==> src/logic/cache_cfg_pkg.sv <==
// cache configuration package
// geometry of the direct-mapped, one word per block caches and the
// states of their controller FSM
`default_nettype none

package cache_cfg_pkg;

    localparam int NUM_LINES = 16;
    localparam int INDEX_W   = 4;      // log2 of NUM_LINES
    localparam int OFFSET_W  = 2;      // byte offset inside a word
    localparam int TAG_W     = 26;     // ADDR_W - INDEX_W - OFFSET_W

    typedef enum logic [2:0] {
        IDLE,           // waiting for a request or a command
        LOOKUP,         // tag compare
        WRITEBACK,      // dirty victim out to memory
        REFILL,         // missed word in from memory
        FLUSH_SCAN,     // walk the lines looking for dirty ones
        FLUSH_WB,       // write back the line under the scan index
        CLEARING        // drop all valid and dirty bits
    } cache_state_t;

endpackage

`default_nettype wire

==> src/logic/bus_pkg.sv <==
// bus package
// widths and word types of the processor and memory buses, plus the
// memory arbiter ownership encoding
`default_nettype none

package bus_pkg;

    localparam int ADDR_W = 32;
    localparam int WORD_W = 32;

    // 32-bit byte address
    typedef logic [ADDR_W-1:0] addr_t;
    // 32-bit data word
    typedef logic [WORD_W-1:0] word_t;

    typedef enum logic [1:0] {
        OWN_NONE,               // memory bus free
        OWN_ICACHE,
        OWN_DCACHE
    } owner_t;

endpackage

`default_nettype wire
==> src/logic/cache_subsystem.sv <==
// level-one cache subsystem
// split instruction/data caches in front of one shared memory bus
`timescale 1ns/10ps
`default_nettype none

module cache_subsystem
    import bus_pkg::*;
(
    input  logic  CLK,
    input  logic  rst_n,
    input  addr_t iaddr,
    input  logic  iren,
    output word_t irdata,
    output logic  ibusy,
    input  addr_t daddr,
    input  logic  dren,
    input  logic  dwen,
    input  word_t dwdata,
    output word_t drdata,
    output logic  dbusy,
    input  logic  iflush,
    input  logic  iclear,
    input  logic  dflush,
    input  logic  dclear,
    output logic  iflush_done,
    output logic  iclear_done,
    output logic  dflush_done,
    output logic  dclear_done,
    output addr_t mem_addr,
    output logic  mem_ren,
    output logic  mem_wen,
    output word_t mem_wdata,
    input  word_t mem_rdata,
    input  logic  mem_busy
);

    // per-cache memory ports between the caches and the arbiter
    addr_t imem_addr;
    logic  imem_ren;
    logic  imem_wen;
    word_t imem_wdata;
    word_t imem_rdata;
    logic  imem_busy;
    addr_t dmem_addr;
    logic  dmem_ren;
    logic  dmem_wen;
    word_t dmem_wdata;
    word_t dmem_rdata;
    logic  dmem_busy;

    // each cache runs its own cache_state_t FSM
    separate_caches caches (
        .CLK(CLK), .rst_n(rst_n),
        .iaddr(iaddr), .iren(iren), .irdata(irdata), .ibusy(ibusy),
        .daddr(daddr), .dren(dren), .dwen(dwen), .dwdata(dwdata),
        .drdata(drdata), .dbusy(dbusy),
        .iflush(iflush), .iclear(iclear), .dflush(dflush), .dclear(dclear),
        .iflush_done(iflush_done), .iclear_done(iclear_done),
        .dflush_done(dflush_done), .dclear_done(dclear_done),
        .imem_addr(imem_addr), .imem_ren(imem_ren), .imem_wen(imem_wen),
        .imem_wdata(imem_wdata), .imem_rdata(imem_rdata), .imem_busy(imem_busy),
        .dmem_addr(dmem_addr), .dmem_ren(dmem_ren), .dmem_wen(dmem_wen),
        .dmem_wdata(dmem_wdata), .dmem_rdata(dmem_rdata), .dmem_busy(dmem_busy)
    );

    memory_arbiter arbiter (
        .CLK(CLK), .rst_n(rst_n),
        .imem_addr(imem_addr), .imem_ren(imem_ren), .imem_wen(imem_wen),
        .imem_wdata(imem_wdata), .imem_rdata(imem_rdata), .imem_busy(imem_busy),
        .dmem_addr(dmem_addr), .dmem_ren(dmem_ren), .dmem_wen(dmem_wen),
        .dmem_wdata(dmem_wdata), .dmem_rdata(dmem_rdata), .dmem_busy(dmem_busy),
        .mem_addr(mem_addr), .mem_ren(mem_ren), .mem_wen(mem_wen),
        .mem_wdata(mem_wdata), .mem_rdata(mem_rdata), .mem_busy(mem_busy)
    );

endmodule

`default_nettype wire

==> src/logic/memory_arbiter.sv <==
// memory arbiter
// shares one memory bus between the icache and dcache memory ports,
// data side first, owner held until the memory drops busy
`timescale 1ns/10ps
`default_nettype none

module memory_arbiter
    import bus_pkg::*;
(
    input  logic  CLK,
    input  logic  rst_n,
    input  addr_t imem_addr,
    input  logic  imem_ren,
    input  logic  imem_wen,
    input  word_t imem_wdata,
    output word_t imem_rdata,
    output logic  imem_busy,
    input  addr_t dmem_addr,
    input  logic  dmem_ren,
    input  logic  dmem_wen,
    input  word_t dmem_wdata,
    output word_t dmem_rdata,
    output logic  dmem_busy,
    output addr_t mem_addr,
    output logic  mem_ren,
    output logic  mem_wen,
    output word_t mem_wdata,
    input  word_t mem_rdata,
    input  logic  mem_busy
);

    owner_t owner;
    owner_t grant;
    logic   ireq;
    logic   dreq;

    assign ireq = imem_ren | imem_wen;
    assign dreq = dmem_ren | dmem_wen;

    // a held owner keeps the bus, otherwise the dcache goes first
    always_comb begin
        if (owner != OWN_NONE)
            grant = owner;
        else if (dreq)
            grant = OWN_DCACHE;
        else if (ireq)
            grant = OWN_ICACHE;
        else
            grant = OWN_NONE;
    end

    always_ff @(posedge CLK, negedge rst_n) begin
        if (!rst_n)
            owner <= OWN_NONE;
        else if ((grant != OWN_NONE) && mem_busy)
            owner <= grant;
        else
            owner <= OWN_NONE;          // transfer done or bus idle
    end

    always_comb begin
        mem_addr  = '0;
        mem_ren   = 1'b0;
        mem_wen   = 1'b0;
        mem_wdata = '0;
        case (grant)
            OWN_DCACHE: begin
                mem_addr  = dmem_addr;
                mem_ren   = dmem_ren;
                mem_wen   = dmem_wen;
                mem_wdata = dmem_wdata;
            end
            OWN_ICACHE: begin
                mem_addr  = imem_addr;
                mem_ren   = imem_ren;
                mem_wen   = imem_wen;
                mem_wdata = imem_wdata;
            end
            default: ;
        endcase
    end

    // the waiting side just sees busy
    assign imem_busy  = (grant == OWN_ICACHE) ? mem_busy : ireq;
    assign dmem_busy  = (grant == OWN_DCACHE) ? mem_busy : dreq;
    assign imem_rdata = mem_rdata;
    assign dmem_rdata = mem_rdata;

endmodule

`default_nettype wire

==> src/logic/separate_caches.sv <==
// split instruction and data caches
// two direct-mapped caches side by side; a data flush also invalidates
// the instruction cache so fetches see the written-back words
`timescale 1ns/10ps
`default_nettype none

module separate_caches
    import bus_pkg::*;
(
    input  logic  CLK,
    input  logic  rst_n,
    input  addr_t iaddr,
    input  logic  iren,
    output word_t irdata,
    output logic  ibusy,
    input  addr_t daddr,
    input  logic  dren,
    input  logic  dwen,
    input  word_t dwdata,
    output word_t drdata,
    output logic  dbusy,
    input  logic  iflush,
    input  logic  iclear,
    input  logic  dflush,
    input  logic  dclear,
    output logic  iflush_done,
    output logic  iclear_done,
    output logic  dflush_done,
    output logic  dclear_done,
    output addr_t imem_addr,
    output logic  imem_ren,
    output logic  imem_wen,
    output word_t imem_wdata,
    input  word_t imem_rdata,
    input  logic  imem_busy,
    output addr_t dmem_addr,
    output logic  dmem_ren,
    output logic  dmem_wen,
    output word_t dmem_wdata,
    input  word_t dmem_rdata,
    input  logic  dmem_busy
);

    logic inval_pend;       // dcache flushed, icache invalidate still owed
    logic ic_clear;
    logic ic_clear_done;
    logic dc_flush;
    logic dc_flush_done;

    assign ic_clear    = iclear | inval_pend;
    assign dc_flush    = dflush & ~inval_pend;  // keeps the held command from restarting
    assign iclear_done = ic_clear_done & iclear;
    assign dflush_done = ic_clear_done & inval_pend;

    always_ff @(posedge CLK, negedge rst_n) begin
        if (!rst_n)
            inval_pend <= 1'b0;
        else if (inval_pend && ic_clear_done)
            inval_pend <= 1'b0;
        else if (dc_flush_done)
            inval_pend <= 1'b1;
    end

    direct_mapped_cache icache (
        .CLK(CLK), .rst_n(rst_n),
        .addr(iaddr), .ren(iren),
        .wen(1'b0), .wdata('0),     // fetch port never writes
        .rdata(irdata), .busy(ibusy),
        .flush(iflush), .clear(ic_clear),
        .flush_done(iflush_done), .clear_done(ic_clear_done),
        .mem_addr(imem_addr), .mem_ren(imem_ren), .mem_wen(imem_wen),
        .mem_wdata(imem_wdata), .mem_rdata(imem_rdata), .mem_busy(imem_busy)
    );

    direct_mapped_cache dcache (
        .CLK(CLK), .rst_n(rst_n),
        .addr(daddr), .ren(dren), .wen(dwen), .wdata(dwdata),
        .rdata(drdata), .busy(dbusy),
        .flush(dc_flush), .clear(dclear),
        .flush_done(dc_flush_done), .clear_done(dclear_done),
        .mem_addr(dmem_addr), .mem_ren(dmem_ren), .mem_wen(dmem_wen),
        .mem_wdata(dmem_wdata), .mem_rdata(dmem_rdata), .mem_busy(dmem_busy)
    );

endmodule

`default_nettype wire

==> src/logic/direct_mapped_cache.sv <==
// direct-mapped write-back cache
// one word per block; misses evict a dirty victim and refill the word,
// flush writes back every dirty line, clear drops all lines
`timescale 1ns/10ps
`default_nettype none

module direct_mapped_cache
    import bus_pkg::*;
    import cache_cfg_pkg::*;
(
    input  logic  CLK,
    input  logic  rst_n,
    input  addr_t addr,
    input  logic  ren,
    input  logic  wen,
    input  word_t wdata,
    output word_t rdata,
    output logic  busy,
    input  logic  flush,
    input  logic  clear,
    output logic  flush_done,
    output logic  clear_done,
    output addr_t mem_addr,
    output logic  mem_ren,
    output logic  mem_wen,
    output word_t mem_wdata,
    input  word_t mem_rdata,
    input  logic  mem_busy
);

    cache_state_t state;

    logic [NUM_LINES-1:0] valid;
    logic [NUM_LINES-1:0] dirty;
    logic [TAG_W-1:0]     tag_mem  [NUM_LINES];
    word_t                data_mem [NUM_LINES];

    logic [TAG_W-1:0]   req_tag;
    logic [INDEX_W-1:0] req_idx;
    logic [INDEX_W-1:0] scan_idx;
    logic               hit;
    logic               victim_dirty;
    logic               ack;            // request finished, busy drops for one cycle
    logic               fill_we;
    word_t              fill_data;
    logic               scan_advance;
    logic               scan_last;
    word_t              rdata_r;

    assign req_tag      = addr[ADDR_W-1 -: TAG_W];
    assign req_idx      = addr[OFFSET_W +: INDEX_W];
    assign hit          = valid[req_idx] && (tag_mem[req_idx] == req_tag);
    assign victim_dirty = valid[req_idx] && dirty[req_idx];

    // processor side holds its request until it sees busy low
    assign busy  = (ren | wen) & ~ack;
    assign rdata = rdata_r;

    // write hit, or refill finishing (a write miss merges its word here)
    assign fill_we   = ((state == LOOKUP) && hit && wen) || ((state == REFILL) && !mem_busy);
    assign fill_data = wen ? wdata : mem_rdata;

    // flush moves on after a clean line or a finished writeback
    assign scan_advance = ((state == FLUSH_SCAN) && !(valid[scan_idx] && dirty[scan_idx]))
                       || ((state == FLUSH_WB) && !mem_busy);
    assign scan_last    = (scan_idx == INDEX_W'(NUM_LINES - 1));

    always_comb begin
        mem_ren   = 1'b0;
        mem_wen   = 1'b0;
        mem_addr  = {req_tag, req_idx, {OFFSET_W{1'b0}}};      // refill address
        mem_wdata = data_mem[req_idx];
        case (state)
            WRITEBACK: begin
                mem_wen  = 1'b1;
                mem_addr = {tag_mem[req_idx], req_idx, {OFFSET_W{1'b0}}};
            end
            REFILL: begin
                mem_ren = 1'b1;
            end
            FLUSH_WB: begin
                mem_wen   = 1'b1;
                mem_addr  = {tag_mem[scan_idx], scan_idx, {OFFSET_W{1'b0}}};
                mem_wdata = data_mem[scan_idx];
            end
            default: ;
        endcase
    end

    always_ff @(posedge CLK, negedge rst_n) begin
        if (!rst_n) begin
            state      <= IDLE;
            valid      <= '0;
            dirty      <= '0;
            scan_idx   <= '0;
            ack        <= 1'b0;
            flush_done <= 1'b0;
            clear_done <= 1'b0;
        end else begin
            ack        <= 1'b0;     // all three are single-cycle pulses
            flush_done <= 1'b0;
            clear_done <= 1'b0;
            case (state)
                IDLE: begin
                    if (ren | wen) begin
                        if (!ack)
                            state <= LOOKUP;
                    end else if (flush && !flush_done) begin
                        scan_idx <= '0;
                        state    <= FLUSH_SCAN;
                    end else if (clear && !clear_done) begin
                        state <= CLEARING;
                    end
                end
                LOOKUP: begin
                    if (hit) begin
                        if (wen)
                            dirty[req_idx] <= 1'b1;
                        ack   <= 1'b1;
                        state <= IDLE;
                    end else if (victim_dirty) begin
                        state <= WRITEBACK;
                    end else begin
                        state <= REFILL;
                    end
                end
                WRITEBACK: begin
                    if (!mem_busy)
                        state <= REFILL;
                end
                REFILL: begin
                    if (!mem_busy) begin
                        valid[req_idx] <= 1'b1;
                        dirty[req_idx] <= wen;  // merged write leaves the line dirty
                        ack            <= 1'b1;
                        state          <= IDLE;
                    end
                end
                FLUSH_SCAN: begin
                    if (valid[scan_idx] && dirty[scan_idx])
                        state <= FLUSH_WB;
                end
                FLUSH_WB: ;                     // left by the scan step below
                CLEARING: begin
                    valid      <= '0;
                    dirty      <= '0;
                    clear_done <= 1'b1;
                    state      <= IDLE;
                end
                default: state <= IDLE;
            endcase
            if (scan_advance) begin
                valid[scan_idx] <= 1'b0;    // invalidate as the scan passes
                dirty[scan_idx] <= 1'b0;
                if (scan_last) begin
                    flush_done <= 1'b1;
                    state      <= IDLE;
                end else begin
                    scan_idx <= scan_idx + 1'b1;
                    state    <= FLUSH_SCAN;
                end
            end
        end
    end

    // tag/data arrays and the read register
    always_ff @(posedge CLK) begin
        if (fill_we) begin
            tag_mem[req_idx]  <= req_tag;
            data_mem[req_idx] <= fill_data;
        end
        if ((state == LOOKUP) && hit)
            rdata_r <= data_mem[req_idx];
        else if ((state == REFILL) && !mem_busy)
            rdata_r <= mem_rdata;
    end

endmodule

`default_nettype wire

==> config.mk <==
export PLATFORM = sky130hd
export DESIGN_NAME = cache_subsystem
export DESIGN_NICKNAME = d
export VERILOG_FILES = /design/src/logic/cache_cfg_pkg.sv /design/src/logic/bus_pkg.sv /design/src/logic/cache_subsystem.sv /design/src/logic/memory_arbiter.sv /design/src/logic/separate_caches.sv /design/src/logic/direct_mapped_cache.sv
export SDC_FILE = /design/constraint.sdc
export NUM_CORES = 2
export LEC_CHECK = 0
export ABC_AREA = 0
export BUFFER_PORTS_ARGS = -buffer_cell sky130_fd_sc_hd__buf_2
export CORE_ASPECT_RATIO = 1.5
export CORE_UTILIZATION = 41
export CTS_BUF_LIST = sky130_fd_sc_hd__clkbuf_16
export DETAILED_ROUTE_END_ITERATION = 16
export HOLD_SLACK_MARGIN = 0.15
export PLACE_DENSITY = 0.6
export REMOVE_ABC_BUFFERS = 1
export SLEW_MARGIN = 20
export SYNTH_ARGS = -nofsm -noshare
export SYNTH_HDL_FRONTEND = slang
export SYNTH_HIERARCHICAL = 1
export SYNTH_SLANG_ARGS = --single-unit
==> constraint.sdc <==
create_clock -name CLK -period 9.8 [get_ports CLK]
set_input_delay 0.98 -clock CLK [delete_from_list [all_inputs] [get_ports CLK]]
set_output_delay 0.98 -clock CLK [all_outputs]
set_load 0.005 [all_outputs]
==> flow_summary.json <==
{
  "status": "completed",
  "placed_area_sq_mm": 0.104,
  "cts-buffers-inserted": 192,
  "synth_cell_types": 88,
  "grt.overflow.total": 0,
  "drv_slew": 0,
  "drcViolationCount": 0,
  "drt-initial-drc-count": 6183,
  "yosysSeqAreaShare": 0.602,
  "synth_warnings": 6,
  "n_fill_cell": 20700,
  "track_usage": 0.253,
  "skew_ns": 0.0486,
  "die_area_sq_mm": 0.244,
  "grt_pass1_wl_um": 441000,
  "required_ns": 10.32,
  "die_w_um": 404,
  "synth_area_leader_cell": "edfxtp_1",
  "core_area_sq_mm": 0.241,
  "drive_above_1_share": 0.345,
  "grt_max_degree": 151,
  "grt_pass1_vias": 60100,
  "post_cts_buffers": 0,
  "setup_viol": 0,
  "criticalPathCategory": "reg2reg",
  "synthTopCellsByCount": "edfxtp_1 (1920), mux4_2 (1089), nand2_1 (438)",
  "finalInstanceArea_sq_mm": 0.110,
  "p_leak_nw": 35.3,
  "pin_count": 274,
  "antenna_found_initial": 41,
  "finalWirelength_um": 312000,
  "initial_core_util": 0.412,
  "cts_sinks": 2007,
  "slowest_stage": "nor2_2",
  "ys_async_sr_fraction": 0.0433,
  "rows": 221,
  "power_density_mw_per_mm2": 236,
  "worst_setup_path_start_kind": "flip-flop",
  "path_common_cell": "nor2_1",
  "cts-htree-levels": 4,
  "cts-root-buf": "clkbuf_16",
  "ir_drop_uv": 416,
  "port-buffer-count": 267,
  "firstDrtPassIters": 6,
  "fmax_mhz": 128,
  "rsz0062_at_grt": "no",
  "synth_ff_type": "edfxtp_1",
  "antenna_violating_nets_post_route": 0,
  "wl_per_cell_um": 34.4,
  "area_delta_synth_final_pct": 11.0,
  "drt-vias-per-instance": 6.41,
  "r2r_cells": 13,
  "maxSlewHeadroom": 0.111,
  "synth_top_area_frac": 0.580,
  "ys_ff_latch": 2007,
  "synth_edf_count": 1920,
  "fin_crit_ns": 7.82,
  "finalHoldViolCount": 0,
  "cts_tree": "done",
  "syn_inst": 5521,
  "tightest_slew_ns": 1.32,
  "final_core_utilization": 0.457,
  "dpl.hpwl_um": 185000,
  "dieHeight_um": 605,
  "cts.path.max_buffers": 4,
  "insertion_delay_ns": 0.88,
  "worstPathCellList": "nor2_1 > and2_4 > nor2_2 > inv_1 > nor2_1 > o41a_1 > ha_4 > a21oi_1 > nand2b_1 > or2_2 > buf_4 > a21oi_4 > buf_12",
  "avgSynthCellArea_sq_um": 18.0,
  "worst-path-max-fanout": 39,
  "critPathArrivalTime_ns": 8.34,
  "synthTopCellsByArea": "edfxtp_1 (58%), mux4_2 (25%), dfrtp_1 (2.2%), mux2i_1 (1.9%), mux2_2 (1.9%)",
  "hold-path-cell-count": 1,
  "slowest_delay_ns": 0.91,
  "power_mw": 26.0,
  "min_path_type": "in2reg",
  "fin_nets": 5808,
  "period_share": 0.798,
  "syn_area_sq_mm": 0.0994,
  "drv_cap": 0,
  "synth_most_common_cell": "edfxtp_1",
  "finalWeightedCongestion": 0.912,
  "cts.clk_slew.worst_paths_ns": 0.07,
  "via_count": 58000,
  "cp-end-kind": "flip-flop"
}
## critical path, delay by kind of cell, from the launching register on
kind | cells | cell delay, ns
AOI/OAI and AO/OA | 3 | 1.43
adders and majority gates | 1 | 0.63
buffers and inverters | 3 | 1.51
DFF | 1 | 0.65
and+or+nand+nor | 6 | 3.16
## cells by family (layout without fill, tap and decap cells)
group                      Yosys count  in the layout  synth area share
xor gates and xnor gates            44             44           0.00388
other                                3             53          0.000113
DFF                               2007           2007             0.602
muxes                             1446           1446             0.285
buffers and inverters              556            802            0.0273
and+or+nand+nor                    843            843            0.0369
AOI/OAI and AO/OA                  611            611            0.0432
adders and majority gates           11             11           0.00139
## flip-flops by register name, indices dropped and copies added, names as in the netlist, 2 cells and up
signal	count
caches/icache/scan_idx	4
arbiter/owner	2
caches/dcache/dirty	16
caches/icache/tag_mem	416
caches/icache/dirty	16
caches/icache/data_mem	512
caches/dcache/state	3
caches/dcache/tag_mem	416
caches/dcache/rdata	32
caches/dcache/valid	16
caches/dcache/scan_idx	4
caches/icache/valid	16
caches/icache/rdata	32
caches/dcache/data_mem	512
caches/icache/state	3
## stage by stage
stage / instances / hold WS, ns / worst slack, ns / TNS (ns)
2_1_floorplan: 5056 / 0.455 / -2.30 / -223.99
3_3_place_gp: 8697 / 0.539 / 2.31 / 0
3_5_place_dp: 8697 / 0.531 / 2.21 / 0
4_1_cts: 9034 / 0.478 / 2.20 / 0
5_1_grt: 9042 / 0.515 / 1.88 / 0
6_report: 9050 / 0.522 / 1.98 / 0
## cells in the final DEF, fill, tap and decap left out, types with 119 or more instances in the layout
cell	netlist	routed
buf_4	101	119
clkbuf_16	0	196
mux4_2	1089	1089
a22oi_1	126	126
edfxtp_1	1920	1920
nand2_1	438	435
buf_2	69	257
mux2i_1	191	191
mux2_2	164	164
nor2_1	184	166
## power breakdown
group          switching (mW)  leakage [nW]  internal, mW  total, mW
combinational            4.70          13.8          3.46       8.16
sequential              0.550          18.4          9.89       10.4
clock                    3.30          3.14          4.11       7.41
total                    8.55          35.3          17.4       26.0
## path summary, 6_finish.rpt
path                       slack [ns]                            to                    from
max                              1.98  caches/dcache/data_mem[3][3]  caches/icache/state[1]
min                              0.52  caches/dcache/tag_mem[6][13]               daddr[19]
max reg2reg                      1.98  caches/dcache/data_mem[3][3]  caches/icache/state[1]
min reg2reg                      0.54             caches/inval_pend       caches/inval_pend
max in group asynchronous        7.81     caches/icache/scan_idx[2]                   rst_n
min in group asynchronous        0.60     caches/dcache/scan_idx[3]                   rst_n
## what timing repair did
action                                  CTS  global route
resized for setup                         0             0
hold endpoints to repair                 25             0
hold buffers                              1             0
endpoints found under the setup margin    0             0
## per-layer routing
metal  routed length, um  track usage  vias to the layer above
met2              157000        0.429                     2757
met4               12000       0.0962                       18
met1              117000        0.323                    31200
li1                    -            -                    23500
met5                 110            0                        -
met3               25200       0.0469                      625
## layout make-up
cell class | count | area, sq um | share of cell area
timing repair buffer | 409 | 2800 | 0.0253
antenna | 16 | 40.0 | 0.000363
inverter | 57 | 216 | 0.00196
multi-input combinational | 2992 | 37300 | 0.338
clock buffer | 196 | 4900 | 0.0445
tap | 3233 | 4050 | 0.0367
sequential | 2007 | 59900 | 0.543
clock inverter | 140 | 1110 | 0.0100
(Power assumes the default switching activity.)
